**config.mk**
```make
export PLATFORM = sky130hd
export DESIGN_NAME = eqAudioTop
export DESIGN_NICKNAME = d
export VERILOG_FILES = /design/src/eqAudioPkg.sv /design/src/i2sClockGen.sv /design/src/i2sReceiver.sv /design/src/spiPeripheral.sv /design/src/eqCore.sv /design/src/eqAudioTop.sv
export SDC_FILE = /design/constraint.sdc
export NUM_CORES = 1
export LEC_CHECK = 0
export BUFFER_PORTS_ARGS = -buffer_cell sky130_fd_sc_hd__buf_4
export CORE_UTILIZATION = 35
export DETAILED_ROUTE_END_ITERATION = 10
export GPL_TIMING_DRIVEN = 0
export PLACE_DENSITY = 0.64
export SETUP_SLACK_MARGIN = 0.1
export SYNTH_ARGS = -nofsm -noshare
export SYNTH_HDL_FRONTEND = slang
export SYNTH_HIERARCHICAL = 1
export SYNTH_SLANG_ARGS = --single-unit
```
**constraint.sdc**
```tcl
create_clock -name clk -period 2.1 [get_ports clk]
set_input_delay 0.63 -clock clk [delete_from_list [all_inputs] [get_ports clk]]
set_output_delay 0.63 -clock clk [all_outputs]
set_load 0.02 [all_outputs]
```
**src/eqAudioPkg.sv**
```systemverilog
package eqAudioPkg;

	//////////////////////////////////////////////////
	// widths and counts
	//////////////////////////////////////////////////
	localparam int SAMPLE_WIDTH    = 24; // codec word, MSB first
	localparam int PRESCALER_WIDTH = 9;  // frame counter, one frame is 256 clk
	localparam int EQ_BANDS        = 4;
	localparam int GAIN_WIDTH      = 8;  // one band gain
	localparam int RESULT_WIDTH    = 8;  // byte returned to the host
	localparam int SYNC_STAGES     = 2;  // depth of pin synchronizers

	// bit slots inside a half frame
	localparam int FIRST_SLOT = 1;  // slot 0 carries no data
	localparam int LAST_SLOT  = 24;
	localparam int LATCH_SLOT = 25; // both channels complete here

	//////////////////////////////////////////////////
	// types
	//////////////////////////////////////////////////
	typedef logic [SAMPLE_WIDTH-1:0] sample_t;

	typedef struct packed {
		sample_t left;
		sample_t right;
	} stereoSample_t;

	// band3 arrives first over spi
	typedef struct packed {
		logic [GAIN_WIDTH-1:0] band3;
		logic [GAIN_WIDTH-1:0] band2;
		logic [GAIN_WIDTH-1:0] band1;
		logic [GAIN_WIDTH-1:0] band0;
	} eqGains_t;

	typedef logic [RESULT_WIDTH-1:0] result_t;

	// codec clocks plus strobes for the receiver
	typedef struct packed {
		logic                       bck;         // clk / 4
		logic                       lrck;        // clk / 256, high = right
		logic [PRESCALER_WIDTH-5:0] slot;        // bit slot in half frame
		logic                       shiftStrobe; // clk before bck rises
		logic                       frameStrobe; // latch point, once a frame
	} i2sTiming_t;

endpackage

```
**src/i2sClockGen.sv**
```systemverilog
`timescale 1ns/1ps

module i2sClockGen (
	input  logic                   clk,
	input  logic                   reset,
	output eqAudioPkg::i2sTiming_t timing
);
	import eqAudioPkg::*;

	logic [PRESCALER_WIDTH-1:0] prescaler; // free running
	logic [1:0]                 phase;     // position inside one bck period
	logic [PRESCALER_WIDTH-5:0] slot;
	logic                       lrck;

	//////////////////////////////////////////////////
	// prescaler
	//////////////////////////////////////////////////
	always_ff @(posedge clk)
	begin
		if (reset)
			prescaler <= '0;
		else
			prescaler <= prescaler + 1'b1;
	end

	assign phase = prescaler[1:0];
	assign slot  = prescaler[PRESCALER_WIDTH-3:2]; // 32 slots per half frame
	assign lrck  = prescaler[PRESCALER_WIDTH-2];   // second half of frame high

	//////////////////////////////////////////////////
	// strobe decode
	//////////////////////////////////////////////////
	always_comb
	begin
		timing.bck  = prescaler[1];
		timing.lrck = lrck;
		timing.slot = slot;
		// phase 01 is the last clk before bck goes high
		timing.shiftStrobe = (phase == 2'b01) && (slot >= FIRST_SLOT) && (slot <= LAST_SLOT);
		// right channel done, left long since done
		timing.frameStrobe = lrck && (slot == LATCH_SLOT) && (phase == 2'b00);
	end

endmodule

```
**src/i2sReceiver.sv**
```systemverilog
`timescale 1ns/1ps

module i2sReceiver (
	input  logic                      clk,
	input  logic                      reset,
	input  logic                      din,
	input  eqAudioPkg::i2sTiming_t    timing,
	output eqAudioPkg::stereoSample_t sample,
	output logic                      sampleValid
);
	import eqAudioPkg::*;

	sample_t leftShift;  // filled while lrck low
	sample_t rightShift; // filled while lrck high

	//////////////////////////////////////////////////
	// bit shifting
	//////////////////////////////////////////////////
	// din moved on bck fall, so it is settled by the strobe
	always_ff @(posedge clk)
	begin
		if (timing.shiftStrobe)
		begin
			if (timing.lrck)
				rightShift <= {rightShift[SAMPLE_WIDTH-2:0], din}; // msb first
			else
				leftShift <= {leftShift[SAMPLE_WIDTH-2:0], din};
		end
	end

	//////////////////////////////////////////////////
	// frame latch
	//////////////////////////////////////////////////
	// both channels copied together
	// sample never mixes two frames
	always_ff @(posedge clk)
	begin
		if (reset)
		begin
			sample      <= '0;
			sampleValid <= 1'b0;
		end
		else
		begin
			sampleValid <= timing.frameStrobe; // one clk, once per frame
			if (timing.frameStrobe)
			begin
				sample.left  <= leftShift;
				sample.right <= rightShift;
			end
		end
	end

endmodule

```
**src/spiPeripheral.sv**
```systemverilog
`timescale 1ns/1ps

module spiPeripheral (
	input  logic                 clk,
	input  logic                 reset,
	input  logic                 sck,
	input  logic                 sdi,
	input  logic                 done,
	input  eqAudioPkg::result_t  result,
	output eqAudioPkg::eqGains_t eqGains,
	output logic                 sdo
);
	import eqAudioPkg::*;

	logic [SYNC_STAGES-1:0] sckSync;  // sck into clk domain
	logic [SYNC_STAGES-1:0] sdiSync;  // sdi, same delay as sck
	logic                   sckLast;  // previous synced sck
	logic                   sckRise;
	logic                   sckFall;
	logic                   doneLast;
	logic                   doneRise;
	result_t                outShift; // readback shifter

	//////////////////////////////////////////////////
	// synchronizers and edge detect
	//////////////////////////////////////////////////
	always_ff @(posedge clk)
	begin
		if (reset)
		begin
			sckSync <= '0;
			sdiSync <= '0;
			sckLast <= 1'b0;
		end
		else
		begin
			sckSync <= {sckSync[SYNC_STAGES-2:0], sck};
			sdiSync <= {sdiSync[SYNC_STAGES-2:0], sdi};
			sckLast <= sckSync[SYNC_STAGES-1];
		end
	end

	assign sckRise = sckSync[SYNC_STAGES-1] & ~sckLast; // 3 clk after the pin
	assign sckFall = ~sckSync[SYNC_STAGES-1] & sckLast;

	//////////////////////////////////////////////////
	// gain word shift in
	//////////////////////////////////////////////////
	// first bit ends up in band3 msb
	always_ff @(posedge clk)
	begin
		if (reset)
			eqGains <= '0;
		else if (sckRise)
			eqGains <= {eqGains[EQ_BANDS*GAIN_WIDTH-2:0], sdiSync[SYNC_STAGES-1]};
	end

	//////////////////////////////////////////////////
	// result readback
	//////////////////////////////////////////////////
	assign doneRise = done & ~doneLast;

	always_ff @(posedge clk)
	begin
		if (reset)
		begin
			doneLast <= 1'b0;
			outShift <= '0;
		end
		else
		begin
			doneLast <= done;
			if (doneRise)
				outShift <= result; // msb already on sdo this cycle
			else if (done && sckFall)
				outShift <= {outShift[RESULT_WIDTH-2:0], 1'b0}; // next bit for host
		end
	end

	// bypass so the msb is out before the host's first rising edge
	assign sdo = doneRise ? result[RESULT_WIDTH-1] : outShift[RESULT_WIDTH-1];

endmodule

```
**src/eqCore.sv**
```systemverilog
`timescale 1ns/1ps

module eqCore (
	input  logic                clk,
	input  logic                reset,
	input  logic                load,
	input  eqAudioPkg::sample_t left,
	output eqAudioPkg::result_t result,
	output logic                done
);
	import eqAudioPkg::*;

	logic [SYNC_STAGES-1:0] loadSync;
	logic                   loadSynced; // load in clk domain

	// two flop synchronizer for the host's load pin
	always_ff @(posedge clk)
	begin
		if (reset)
			loadSync <= '0;
		else
			loadSync <= {loadSync[SYNC_STAGES-2:0], load};
	end

	assign loadSynced = loadSync[SYNC_STAGES-1];

	//////////////////////////////////////////////////
	// capture and done
	//////////////////////////////////////////////////
	always_ff @(posedge clk)
	begin
		if (reset)
		begin
			result <= '0;
			done   <= 1'b0;
		end
		else if (loadSynced)
		begin
			result <= left[SAMPLE_WIDTH-1 -: RESULT_WIDTH]; // track top byte
			done   <= 1'b0;
		end
		else
			done <= 1'b1; // result frozen, 3 clk after the pin falls
	end

endmodule

```
**src/eqAudioTop.sv**
```systemverilog
`timescale 1ns/1ps

module eqAudioTop (
	input  logic                      clk,
	input  logic                      reset,
	input  logic                      din,
	input  logic                      sck,
	input  logic                      sdi,
	input  logic                      load,
	output logic                      scki,
	output logic                      bck,
	output logic                      lrck,
	output logic                      sdo,
	output logic                      done,
	output logic                      sampleValid,
	output eqAudioPkg::stereoSample_t sample,
	output eqAudioPkg::eqGains_t      eqGains
);
	import eqAudioPkg::*;

	i2sTiming_t timing; // prescaler clocks and strobes
	result_t    result; // byte held for readback

	//////////////////////////////////////////////////
	// codec clocks
	//////////////////////////////////////////////////
	assign scki = clk; // 256 fs system clock
	assign bck  = timing.bck;
	assign lrck = timing.lrck;

	i2sClockGen clockGen (
		.clk    (clk),
		.reset  (reset),
		.timing (timing)
	);

	i2sReceiver receiver (
		.clk         (clk),
		.reset       (reset),
		.din         (din),
		.timing      (timing),
		.sample      (sample),
		.sampleValid (sampleValid)
	);

	//////////////////////////////////////////////////
	// host side
	//////////////////////////////////////////////////
	eqCore core (
		.clk    (clk),
		.reset  (reset),
		.load   (load),
		.left   (sample.left), // only left feeds the result
		.result (result),
		.done   (done)
	);

	spiPeripheral spiPort (
		.clk     (clk),
		.reset   (reset),
		.sck     (sck),
		.sdi     (sdi),
		.done    (done),
		.result  (result),
		.eqGains (eqGains),
		.sdo     (sdo)
	);

endmodule

```
Word-level counts from Yosys, hierarchy flattened. Index checks and enable logic that the tools add are counted. W data, S select, Z words.

Bits of input ports: 6. Register bits after elaboration: 163. Output and inout bits: 86.

Order comparisons: 2. Multiplexer cells: 4. $add $sub $neg: 1. Equal/unequal tests: 2. Reductions and logical operators: 9. Bitwise operators: 7.

Operators with widths (count): $mux W8 (2); $add A9 B1 Y9 const B (1); $eq A5 B5 Y1 const B (1); $ge A5 B1 Y1 const B (1); $le A5 B5 Y1 const B (1); $logic_and A1 B1 Y1 (5); $not A1 Y1 (4); $reduce_and A2 Y1 (2); $and A1 B1 Y1 (3); $eq A2 B1 Y1 const B (1); $logic_not A2 Y1 (1); $mux W1 (2); $reduce_bool A2 Y1 (1).

Longest topological paths before layout. Gate-level depths: netlist (run 1).

Depth in word-level cells: 5. Mapped depth: 9. Mapped depth without buffers: 6.

By module. Netlist (run 1), hierarchy kept.

By module, submodules not included: i2sReceiver (sequential area each 2422.3 µm², cells an instance 207, area each 3191.8 µm², instances 1); spiPeripheral (sequential area each 920.9 µm², cells an instance 192, area each 1699.1 µm², instances 1); i2sClockGen (sequential area each 160.2 µm², cells an instance 50, area each 432.9 µm², instances 1); eqCore (sequential area each 220.2 µm², cells an instance 32, area each 362.8 µm², instances 1); eqAudioTop (sequential area each 0.0 µm², cells an instance 1, area each 7.5 µm², instances 1).

==> summary.md, run 1 <==
| Metric | Value |
|---|---|
| Status | finished with violations |
| Failing checks | negative setup slack |
| DIE AREA | 0.0167 sq mm |
| Syn_nets | around 490 |
| Crit path required time | 1.47 ns |
| Max-slew violations | 0 |
| Critical path type | register to output port |
| Starting Density | a little over a third |
| Setup ws final | -0.0467 ns |
| Max-Slew Margin vs Limit | between 50% and 60% |
| Share of layout cells above drive strength 1 | a little over a quarter |
| Final hold vios | 0 |
| Peak VDD IR | 562 uV |
| # diodes | 0 |
| Detail Route Antenna Nets | 0 |
| Reg2Reg Setup Slack | 0.24 ns |
| Total Routing Usage GR | 14.2% |
| Global-route wire length before repair | around 18000 microns |
| Final instance area | 0.00725 sq mm |
| Synthesis Warnings | 6 |
| Hold_buf cts | 0 |
| HP Start | din |
| Wirelength, routed | approximately 11000 microns |
| Largest net degree at the start of global routing | 25 |
| Final setup violation count | 1 |
| Die Ht | about 130 microns |
| Std-Cell Rows | 46 |
| FF/Latch Area | 0.00373 sq mm |
| CP arrival | ~1.5 ns |
| DR WL/cell | about 14 microns |
| I/O pins | about 90 |
| Initial antenna violation count | 0 |
| Max Fanout on Critical Path | 3 |
| Pre-CTS WS | -0.177 ns |
| Die Span X | approximately 130 microns |
| Fill count | ~1500 |
| Area grow syn2layout | 28.1% |
| Commonest non-fill, non-tap cell in the layout | dfxtp_1 |
| Worst reg2reg path depth | 3 |
| Fin nets | about 600 |
| Tmin final | around 2.1 ns |
| Post-DP Area | between 0.006 and 0.007 sq mm |
| Post-Synthesis Cells | roughly 480 |
| PD cells | about 900 mW/mm^2 |
| Clk_skew | 0.00706 ns |
| WHS Path Cells | 1 |
| RSZ-0062 raised after global routing | true |
| Fmax | 0.466 GHz |
| Total of max-cap violations | 0 |
| Drt initial violations | between 150 and 200 |
| DRT Pass-1 Iters | 4 |
| Clk Latency, worst-skew pair | ~0.53 ns |
| Global route total overflow | 0 |
| Gp weighted congestion | between 0.7 and 0.8 |
| CTS tree | built |
| Area occupied by multi-input gates | 0.00168 sq mm |
| Type of element capturing the critical path | output port |
| Post-DP HPWL | 7340 microns |
| Vias | 3736 |
| Synth Cell Area | 0.00566 sq mm |
| Core area | 0.0158 sq mm |
| Hold Path Sink | receiver/leftShift[0]$_DFFE_PP_ |
| Vias/cell | 4.57 |
| Vias in the first global route | approximately 3600 |
| Static Leakage | ~2.7 nW |
| Worst min-delay path class | input pin to register |
| R2r startpoint | clockGen/prescaler[2]$_SDFF_PP0_ |
| Post-Synthesis Mean Instance Area | around 12 sq um |
| Slew @ Worst Pin | between 0.7 and 0.8 ns |
| Critical path launch point type | register |
| Remaining routing DRC violations | 0 |
| Clk slew on worst S/H paths | around 0.060 ns |
| Most frequent cells in the layout | dfxtp_1, buf_4, nand2_1 |
| Critical R2R Capture | receiver/leftShift[21]$_DFFE_PP_ |
| Period utilisation layout | 102% |
| PortBufs | a little over 90 |
==> layer usage <==
metal / part of all wire, % / global-route usage [%] / vias to the layer above / routed length, microns
li1: - / - / 1831 / -
met1: 47 / 16.9 / 1797 / 5200
met2: 46 / 22.4 / 94 / 5140
met3: 5.3 / 5.99 / 14 / 585
met4: 1.3 / 6.09 / 0 / 147
met5: 0 / 0 / - / 0
==> area by class of cell <==
type	instances	area share, %
Sequential cell	162	51.5
Multi-Input combinational cell	275	23.1
Timing Repair Buffer	91	9.48
Clock buffer	29	8.10
Tap cell	216	3.73
Buffer	28	3.19
Inverter	11	0.570
Clock inverter	5	0.345
==> state kept, by name (all words and copies together), names as in the netlist, 2 cells and up <==
register,flops
clockGen/prescaler,8
core/loadSync,2
core/result,8
receiver/leftShift,24
receiver/rightShift,24
receiver/sample,48
spiPort/eqGains,32
spiPort/outShift,8
spiPort/sckSync,2
spiPort/sdiSync,2
==> worst max-delay path by stage <==
stage / start / end / slack, ns / cells after the start
6_report: spiPort/doneLast$_SDFF_PP0_ / sdo / -0.05 / 4
2_1_floorplan: clockGen/prescaler[2]$_SDFF_PP0_ / receiver/leftShift[0]$_DFFE_PP_ / 0.23 / 3
4_1_cts: spiPort/doneLast$_SDFF_PP0_ / sdo / -0.11 / 4
5_1_grt: spiPort/doneLast$_SDFF_PP0_ / sdo / -0.10 / 4
3_5_place_dp: clockGen/prescaler[2]$_SDFF_PP0_ / receiver/leftShift[23]$_DFFE_PP_ / -0.18 / 3
3_3_place_gp: clockGen/prescaler[2]$_SDFF_PP0_ / receiver/leftShift[23]$_DFFE_PP_ / -0.14 / 3
==> through the flow <==
stage | instances | TNS [ns] | hold WS [ns] | utilization [%] | power (mW)
2_1_floorplan | 477 | 0 | 0.414 | - | 3.49
3_3_place_gp | 784 | -4.41 | 0.424 | 41.8 | 3.56
3_5_place_dp | 784 | -6.12 | 0.435 | 41.8 | 3.57
4_1_cts | 816 | -0.111 | 0.267 | 45.7 | 6.62
5_1_grt | 817 | -0.101 | 0.260 | 45.8 | 6.78
6_report | 817 | -0.0467 | 0.290 | 45.8 | 6.54
==> power breakdown <==
part           total [mW]  leakage [nW]  internal, mW  switching (mW)
Combinational       0.164          1.02        0.0675          0.0969
Clock                3.12         0.306          1.91            1.21
Sequential           3.26          1.35          3.24          0.0214
Total                6.54          2.68          5.22            1.33
==> critical path, stage by stage (launching register included) <==
cell	delay, ns
dfxtp_2	0.32
nand2b_4	0.13
buf_6	0.11
mux2_4	0.29
buf_6	0.13
==> repair_timing <==
item                       4_1_cts  5_1_grt
setup endpoints to repair       50        1
gates resized for setup          9        2
cloned                           0        0
buffers inserted                 0        1
Power figures use the tool's default switching activity.
==> run 2: changes to the inputs <==
- CAP_MARGIN: not set -> 20
- SYNTH_HIERARCHICAL: 1 -> not set
==> summary.md, run 2 <==
| Metric | Value |
|---|---|
| Die Ht | 131 microns (was 129 microns) |
| Top reg by flops | receiver.sample (was receiver/sample) |
| Final hold vios | 0 (unchanged) |
| Worst reg2reg path depth | 5 (was 3) |
| Total Routing Usage GR | 15.6% (was 14.2%) |
| Total of max-cap violations | 0 (unchanged) |
| DIE AREA | 0.0171 sq mm (was 0.0167 sq mm) |
| Post-Synthesis Cells | 539 (was 477) |
| CP arrival | 1.57 ns (was 1.52 ns) |
| Min Hold Slack | 0.285 ns (was 0.290 ns) |
| Most numerous cell in the Yosys netlist | nand2_1 |
| Type of element capturing the critical path | output port (unchanged) |
| Synth unique cells | 37 |
| Final setup violation count | 1 (unchanged) |
| Synth Flop Type | dfxtp_1 |
| Critical path type | register to output port (unchanged) |
| Core area | 0.0161 sq mm (was 0.0158 sq mm) |
| Clk_skew | 0.0138 ns (was 0.00706 ns) |
| WHS Path Cells | 1 (unchanged) |
| Crit path required time | 1.47 ns (about the same) |
| Failing checks | negative setup slack (unchanged) |
| Synth area leader | dfxtp_1 |
| R2r startpoint | clockGen.prescaler[2]$_SDFF_PP0_ (was clockGen/prescaler[2]$_SDFF_PP0_) |
| Synth top area share | ~40% |
| Tmin final | 2.20 ns (was 2.15 ns) |
| Status | finished with violations (unchanged) |
| Largest net degree at the start of global routing | 17 (was 25) |
| Final instance area | 0.00751 sq mm (was 0.00725 sq mm) |
| CTS tree | built (unchanged) |
| Hold Path Sink | receiver.rightShift[0]$_DFFE_PP_ (was receiver/leftShift[0]$_DFFE_PP_) |
| Detail Route Antenna Nets | 0 (unchanged) |
| Max Fanout on Critical Path | 2 (was 3) |
| EDFF count, synth | between 40 and 50 |
| Starting Density | 36.2% (was 35.7%) |
| HP Start | din (unchanged) |
| Max-slew violations | 0 (unchanged) |
| Remaining routing DRC violations | 0 (unchanged) |
| Die Span X | 131 microns (was 129 microns) |
| Peak VDD IR | 547 uV (was 562 uV) |
| Utilization after layout | 46.7% (was 45.8%) |
| Reg2Reg Setup Slack | 0.22 ns (was 0.24 ns) |
| I/O pins | 92 (unchanged) |
| Clk Latency, worst-skew pair | 0.53 ns (about the same) |
| Post-DP HPWL | 8480 microns (was 7340 microns) |
| Slowest cell on the critical path | dfxtp_2 (unchanged) |
| Setup ws final | -0.102 ns (was -0.0467 ns) |
| Ys async rst share | 0% |
| Flops & latches, synth | 162 |
| Worst min-delay path class | input pin to register (unchanged) |
| DRT Pass-1 Iters | 7 (was 4) |
| Register area share after synthesis | between 60% and 70% |
| Post-DP Area | 0.00683 sq mm (was 0.00661 sq mm) |
| Slew @ Worst Pin | 0.709 ns (was 0.714 ns) |
| Max reg flops | 48 (unchanged) |
| Power, Total | 6.57 mW (was 6.54 mW) |
| Global-route wire length before repair | 19800 microns (was 17800 microns) |
| PortBufs | 90 (was 91) |
| Gp weighted congestion | 0.754 (was 0.713) |
| DR WL/cell | 14.1 microns (was 13.6 microns) |
| Period utilisation layout | 105% (was 102%) |
| Hold_buf cts | 0 (unchanged) |
| Vias in the first global route | 4014 (was 3622) |
| Crit-path max cell delay | 0.34 ns (was 0.32 ns) |
| # diodes | 0 (unchanged) |
| Synthesis Warnings | 0 (was 6) |
| Vias | 4127 (was 3736) |
| CP Cell Sequence | buf_8 > nor2b_4 > mux2_4 > buf_6 (was nand2b_4 > buf_6 > mux2_4 > buf_6) |
| Clk slew on worst S/H paths | 0.07 ns (was 0.06 ns) |
| Dominant cells by area after synthesis | dfxtp_1, edfxtp_1, nand2_1 |
| Most frequent cells in the layout | nand2_1, dfxtp_1, buf_4 (was dfxtp_1, buf_4, nand2_1) |
| Drt initial violations | 295 (was 177) |
| Max-Slew Margin vs Limit | 52.6% (was 52.3%) |
| Syn_nets | 548 (was 486) |
| Area grow syn2layout | 29.2% (was 28.1%) |
| Most instantiated cells after synthesis | nand2_1, dfxtp_1, mux2i_1 |
| Synth Cell Area | 0.00581 sq mm (was 0.00566 sq mm) |
| Fin nets | 664 (was 598) |
| Critical R2R Capture | receiver.leftShift[15]$_DFFE_PP_ (was receiver/leftShift[21]$_DFFE_PP_) |
| Fill count | 1455 (was 1453) |
| Initial antenna violation count | 0 (unchanged) |
| Vias/cell | 4.67 (was 4.57) |
| RSZ-0062 raised after global routing | true (unchanged) |
| Placed insts | 846 (was 784) |
| Std-Cell Rows | 46 (unchanged) |
| Post-Synthesis Mean Instance Area | 10.8 sq um (was 11.9 sq um) |
| Global route total overflow | 0 (unchanged) |
| Wirelength, routed | 12500 microns (was 11100 microns) |
| Fmax | 0.454 GHz (was 0.466 GHz) |
| Commonest non-fill, non-tap cell in the layout | nand2_1 (was dfxtp_1) |
| Final Instance Count excl. Fillers | 884 (was 817) |
| Largest registers | receiver.sample (48), spiPort.eqGains (32) (was receiver/sample (48), spiPort/eqGains (32)) |
| Share of layout cells above drive strength 1 | 23.4% (was 26.5%) |
| Critical path launch point type | register (unchanged) |
| PD cells | 875 mW/mm^2 (was 903 mW/mm^2) |
| Static Leakage | 2.75 nW (was 2.68 nW) |
run 2: logic make-up after synthesis:
logic type               synth area share (%)
flip-flops                               64.1
adder cells (fa/ha/maj)                 0.646
AO/OA/AOI/OAI                            5.45
AND/OR/NAND/NOR                          15.3
multiplexers                             10.9
buffers and inverters                    3.21
XOR/XNOR                                0.452
run 2: timing repair:
item,CTS,global route
gates cloned,1,0
setup endpoints to repair,39,1
pin swaps,2,0
buffers inserted,5,0
resized for setup,9,3
run 2: worst max path at each step:
stage,startpoint,end,cells after the start
after global placement,clockGen.prescaler[2]$_SDFF_PP0_,receiver.leftShift[10]$_DFFE_PP_,3
after floorplan,clockGen.prescaler[2]$_SDFF_PP0_,receiver.leftShift[0]$_DFFE_PP_,3
after detailed placement,clockGen.prescaler[2]$_SDFF_PP0_,receiver.rightShift[15]$_DFFE_PP_,3
after CTS,core.done$_SDFF_PP0_,sdo,5
after global routing,core.done$_SDFF_PP0_,sdo,4
final,core.done$_SDFF_PP0_,sdo,4
run 2: power by group:
part	total (mW)	internal (mW)	switching (mW)	leakage, nW
Clock	3.10	1.75	1.35	0.282
Combinational	0.213	0.0801	0.133	1.12
Sequential	3.26	3.24	0.0232	1.36
Total	6.57	5.06	1.50	2.75
run 2: routing by layer:
layer | wire length [microns] | vias up | share of wire, % | global-route usage [%]
met5 | 0 | - | 0 | 0
met4 | 267 | 0 | 2.1 | 8.72
met3 | 398 | 18 | 3.2 | 4.36
met2 | 6130 | 71 | 49 | 24.6
met1 | 5660 | 1993 | 45 | 19.2
li1 | - | 2045 | - | -
run 2: area by class of cell:
cell class                 instances  area [sq um]  share of cell area [%]
sequential                       162          3730                    49.7
buffer                            32           163                    2.17
inverter                           6          22.5                   0.300
clock buffer                      23           502                    6.68
clock inverter                    12          98.8                    1.32
multi-input combinational        338          1980                    26.4
timing repair buffer              95           737                    9.82
tap                              216           270                    3.60
run 2: metrics by stage:
stage	worst slack (ns)	setup TNS (ns)
2_1_floorplan	0.0442	0
3_3_place_gp	-0.297	-7.96
3_5_place_dp	-0.0925	-3.22
4_1_cts	-0.219	-0.219
5_1_grt	-0.138	-0.138
6_report	-0.102	-0.102
run 2: critical path: cells and delay by family, from the launching register on:
kind          cells  cell delay, ns
mux               1            0.33
simple gates      1            0.14
buf+inv           2            0.24
flops             1            0.34
==> run 3: changes to the inputs <==
- CORE_UTILIZATION: 35 -> 46
- PLACE_DENSITY: 0.64 -> 0.78
==> summary.md, run 3 (synthesis results as in run 2) <==
| Metric | Value |
|---|---|
| Status | finished with violations (unchanged) |
| Failing checks | negative setup slack (unchanged) |
| Max-slew violations | 0 (unchanged) |
| Final instance area | 0.00756 sq mm (was 0.00751 sq mm) |
| Type of element capturing the critical path | output port (unchanged) |
| Std-Cell Rows | 40 (was 46) |
| Post-DP HPWL | 8170 microns (was 8480 microns) |
| Final Instance Count excl. Fillers | 837 (was 884) |
| Die Ht | 114 microns (was 131 microns) |
| DR WL/cell | 14.9 microns (was 14.1 microns) |
| Total of max-cap violations | 0 (unchanged) |
| Tmin final | 2.20 ns (about the same) |
| Starting Density | 47.8% (was 36.2%) |
| I/O pins | 92 (unchanged) |
| Fin nets | 665 (was 664) |
| Core area | 0.0122 sq mm (was 0.0161 sq mm) |
| Crit path required time | 1.47 ns (about the same) |
| Net switching power figure | 1.49 mW (was 1.50 mW) |
| DIE AREA | 0.0131 sq mm (was 0.0171 sq mm) |
| Drt initial violations | 311 (was 295) |
| Placed insts | 798 (was 846) |
| PortBufs | 90 (unchanged) |
| CP arrival | 1.57 ns (about the same) |
| DRT Pass-1 Iters | 4 (was 7) |
| Clk_skew | 0.00652 ns (was 0.0138 ns) |
| Clk slew on worst S/H paths | 0.06 ns (was 0.07 ns) |
| Global-route wire length before repair | 20100 microns (was 19800 microns) |
| Setup ws final | -0.0965 ns (was -0.102 ns) |
| Max Fanout on Critical Path | 2 (unchanged) |
| Post-DP Area | 0.00677 sq mm (was 0.00683 sq mm) |
| Area grow syn2layout | 30.1% (was 29.2%) |
| Power, Total | 7.06 mW (was 6.57 mW) |
| Fill count | 958 (was 1455) |
| Fmax | 0.455 GHz (was 0.454 GHz) |
| Commonest non-fill, non-tap cell in the layout | nand2_1 (unchanged) |
| Max-Slew Margin vs Limit | 54.2% (was 52.6%) |
| Global route total overflow | 0 (unchanged) |
| Vias in the first global route | 4076 (was 4014) |
| Die Span X | 114 microns (was 131 microns) |
| Hold_buf cts | 0 (unchanged) |
| Min Hold Slack | 0.279 ns (was 0.285 ns) |
| Period utilisation layout | 105% (about the same) |
| Clock share of power | 50.8% (was 47.1%) |
| Vias/cell | 4.99 (was 4.67) |
| Initial antenna violation count | 0 (unchanged) |
| Sequential power share | 46.2% (was 49.6%) |
| Critical path launch point type | register (unchanged) |
| Static Leakage | 2.82 nW (was 2.75 nW) |
| Most frequent cells in the layout | nand2_1, dfxtp_1, buf_4 (unchanged) |
| Largest net degree at the start of global routing | 17 (unchanged) |
| PD cells | 934 mW/mm^2 (was 875 mW/mm^2) |
| Gate power share | 3.1% (was 3.2%) |
| Final setup violation count | 1 (unchanged) |
| Share of layout cells above drive strength 1 | 23.9% (was 23.4%) |
| Worst min-delay path class | input pin to register (unchanged) |
| Vias | 4176 (was 4127) |
| # diodes | 0 (unchanged) |
| Pre-CTS WS | -0.0763 ns (was -0.0925 ns) |
| Power Internal | 5.57 mW (was 5.06 mW) |
| RSZ-0062 raised after global routing | true (unchanged) |
| Clk Latency, worst-skew pair | 0.54 ns (was 0.53 ns) |
| Detail Route Antenna Nets | 0 (unchanged) |
| Max reg flops | 48 (unchanged) |
| CTS tree | built (unchanged) |
| Gp weighted congestion | 0.733 (was 0.754) |
| Wirelength, routed | 12500 microns (about the same) |
| Slew @ Worst Pin | 0.684 ns (was 0.709 ns) |
| Largest registers | receiver.sample (48), spiPort.eqGains (32) (unchanged) |
| Total Routing Usage GR | 20.4% (was 15.6%) |
| Remaining routing DRC violations | 0 (unchanged) |
| Critical path type | register to output port (unchanged) |
| Final hold vios | 0 (unchanged) |
| Sw frac | 21.1% (was 22.9%) |
| Top reg by flops | receiver.sample (unchanged) |
| Peak VDD IR | 795 uV (was 547 uV) |
[run 3: cell count changes in the layout (fill, tap and decap cells not counted)]
cell / delta
bufinv_16: +4
clkbuf_8: +1
clkinv_4: +4
clkbuf_1: -3
clkinvlp_4: -3
buf_4: +1
inv_6: -3
[run 3: layout make-up]
type	count	area, sq um	area share (%)
Timing Repair Buffer	96	744	9.84
Tap cell	168	210	2.78
Inverter	6	22.5	0.298
Sequential cell	162	3730	49.3
Clock inverter	14	205	2.71
Buffer	32	163	2.15
Clock buffer	21	504	6.67
Multi-Input combinational cell	338	1980	26.2
[run 3: repair_timing]
action,in CTS,in global routing
setup endpoints to repair,39,1
buffers inserted,5,1
gates resized for setup,9,3
pin swaps,2,0
cloned,1,0
[run 3: power by group through the flow]
| stage | combinational [mW] | clock [mW] | sequential [mW] |
|---|---|---|---|
| after global routing | 0.238 | 3.75 | 3.26 |
| after CTS | 0.215 | 3.63 | 3.26 |
| after global placement | 0.191 | 0.0824 | 3.32 |
| final | 0.216 | 3.58 | 3.26 |
| after floorplan | 0.138 | 0.0556 | 3.32 |
| after detailed placement | 0.198 | 0.0824 | 3.33 |
[run 3: path summary, 6_finish.rpt]
path                                     from                                to  slack [ns]  depth (start not counted)
max                      core.done$_SDFF_PP0_                               sdo        -0.1                          4
min                                       din   receiver.leftShift[0]$_DFFE_PP_        0.28                          1
min reg2reg     spiPort.sckSync[0]$_SDFF_PP0_     spiPort.sckSync[1]$_SDFF_PP0_        0.44                          1
max reg2reg  clockGen.prescaler[2]$_SDFF_PP0_  receiver.leftShift[11]$_DFFE_PP_        0.22                          5
[run 3: per-layer routing]
metal / vias to the layer above / track usage (%) / part of all wire [%]
met5: - / 0 / 0
met1: 2007 / 24.8 / 43
met3: 19 / 5.45 / 4.7
li1: 2047 / - / -
met4: 0 / 10.0 / 2.0
met2: 103 / 33.5 / 50
[run 3: critical path, stage by stage (launching register included)]
cell and delay [ns]:
dfxtp_2 0.34, buf_8 0.09, nor2b_4 0.15, mux2_4 0.31, buf_6 0.13
[run 3: per-stage QoR]
step                      setup TNS [ns]  util, %
after CTS                         -0.197     62.1
after global placement             -7.18     55.5
after global routing              -0.136     62.2
after floorplan                        0        -
final                            -0.0965     62.2
after detailed placement           -1.82     55.7
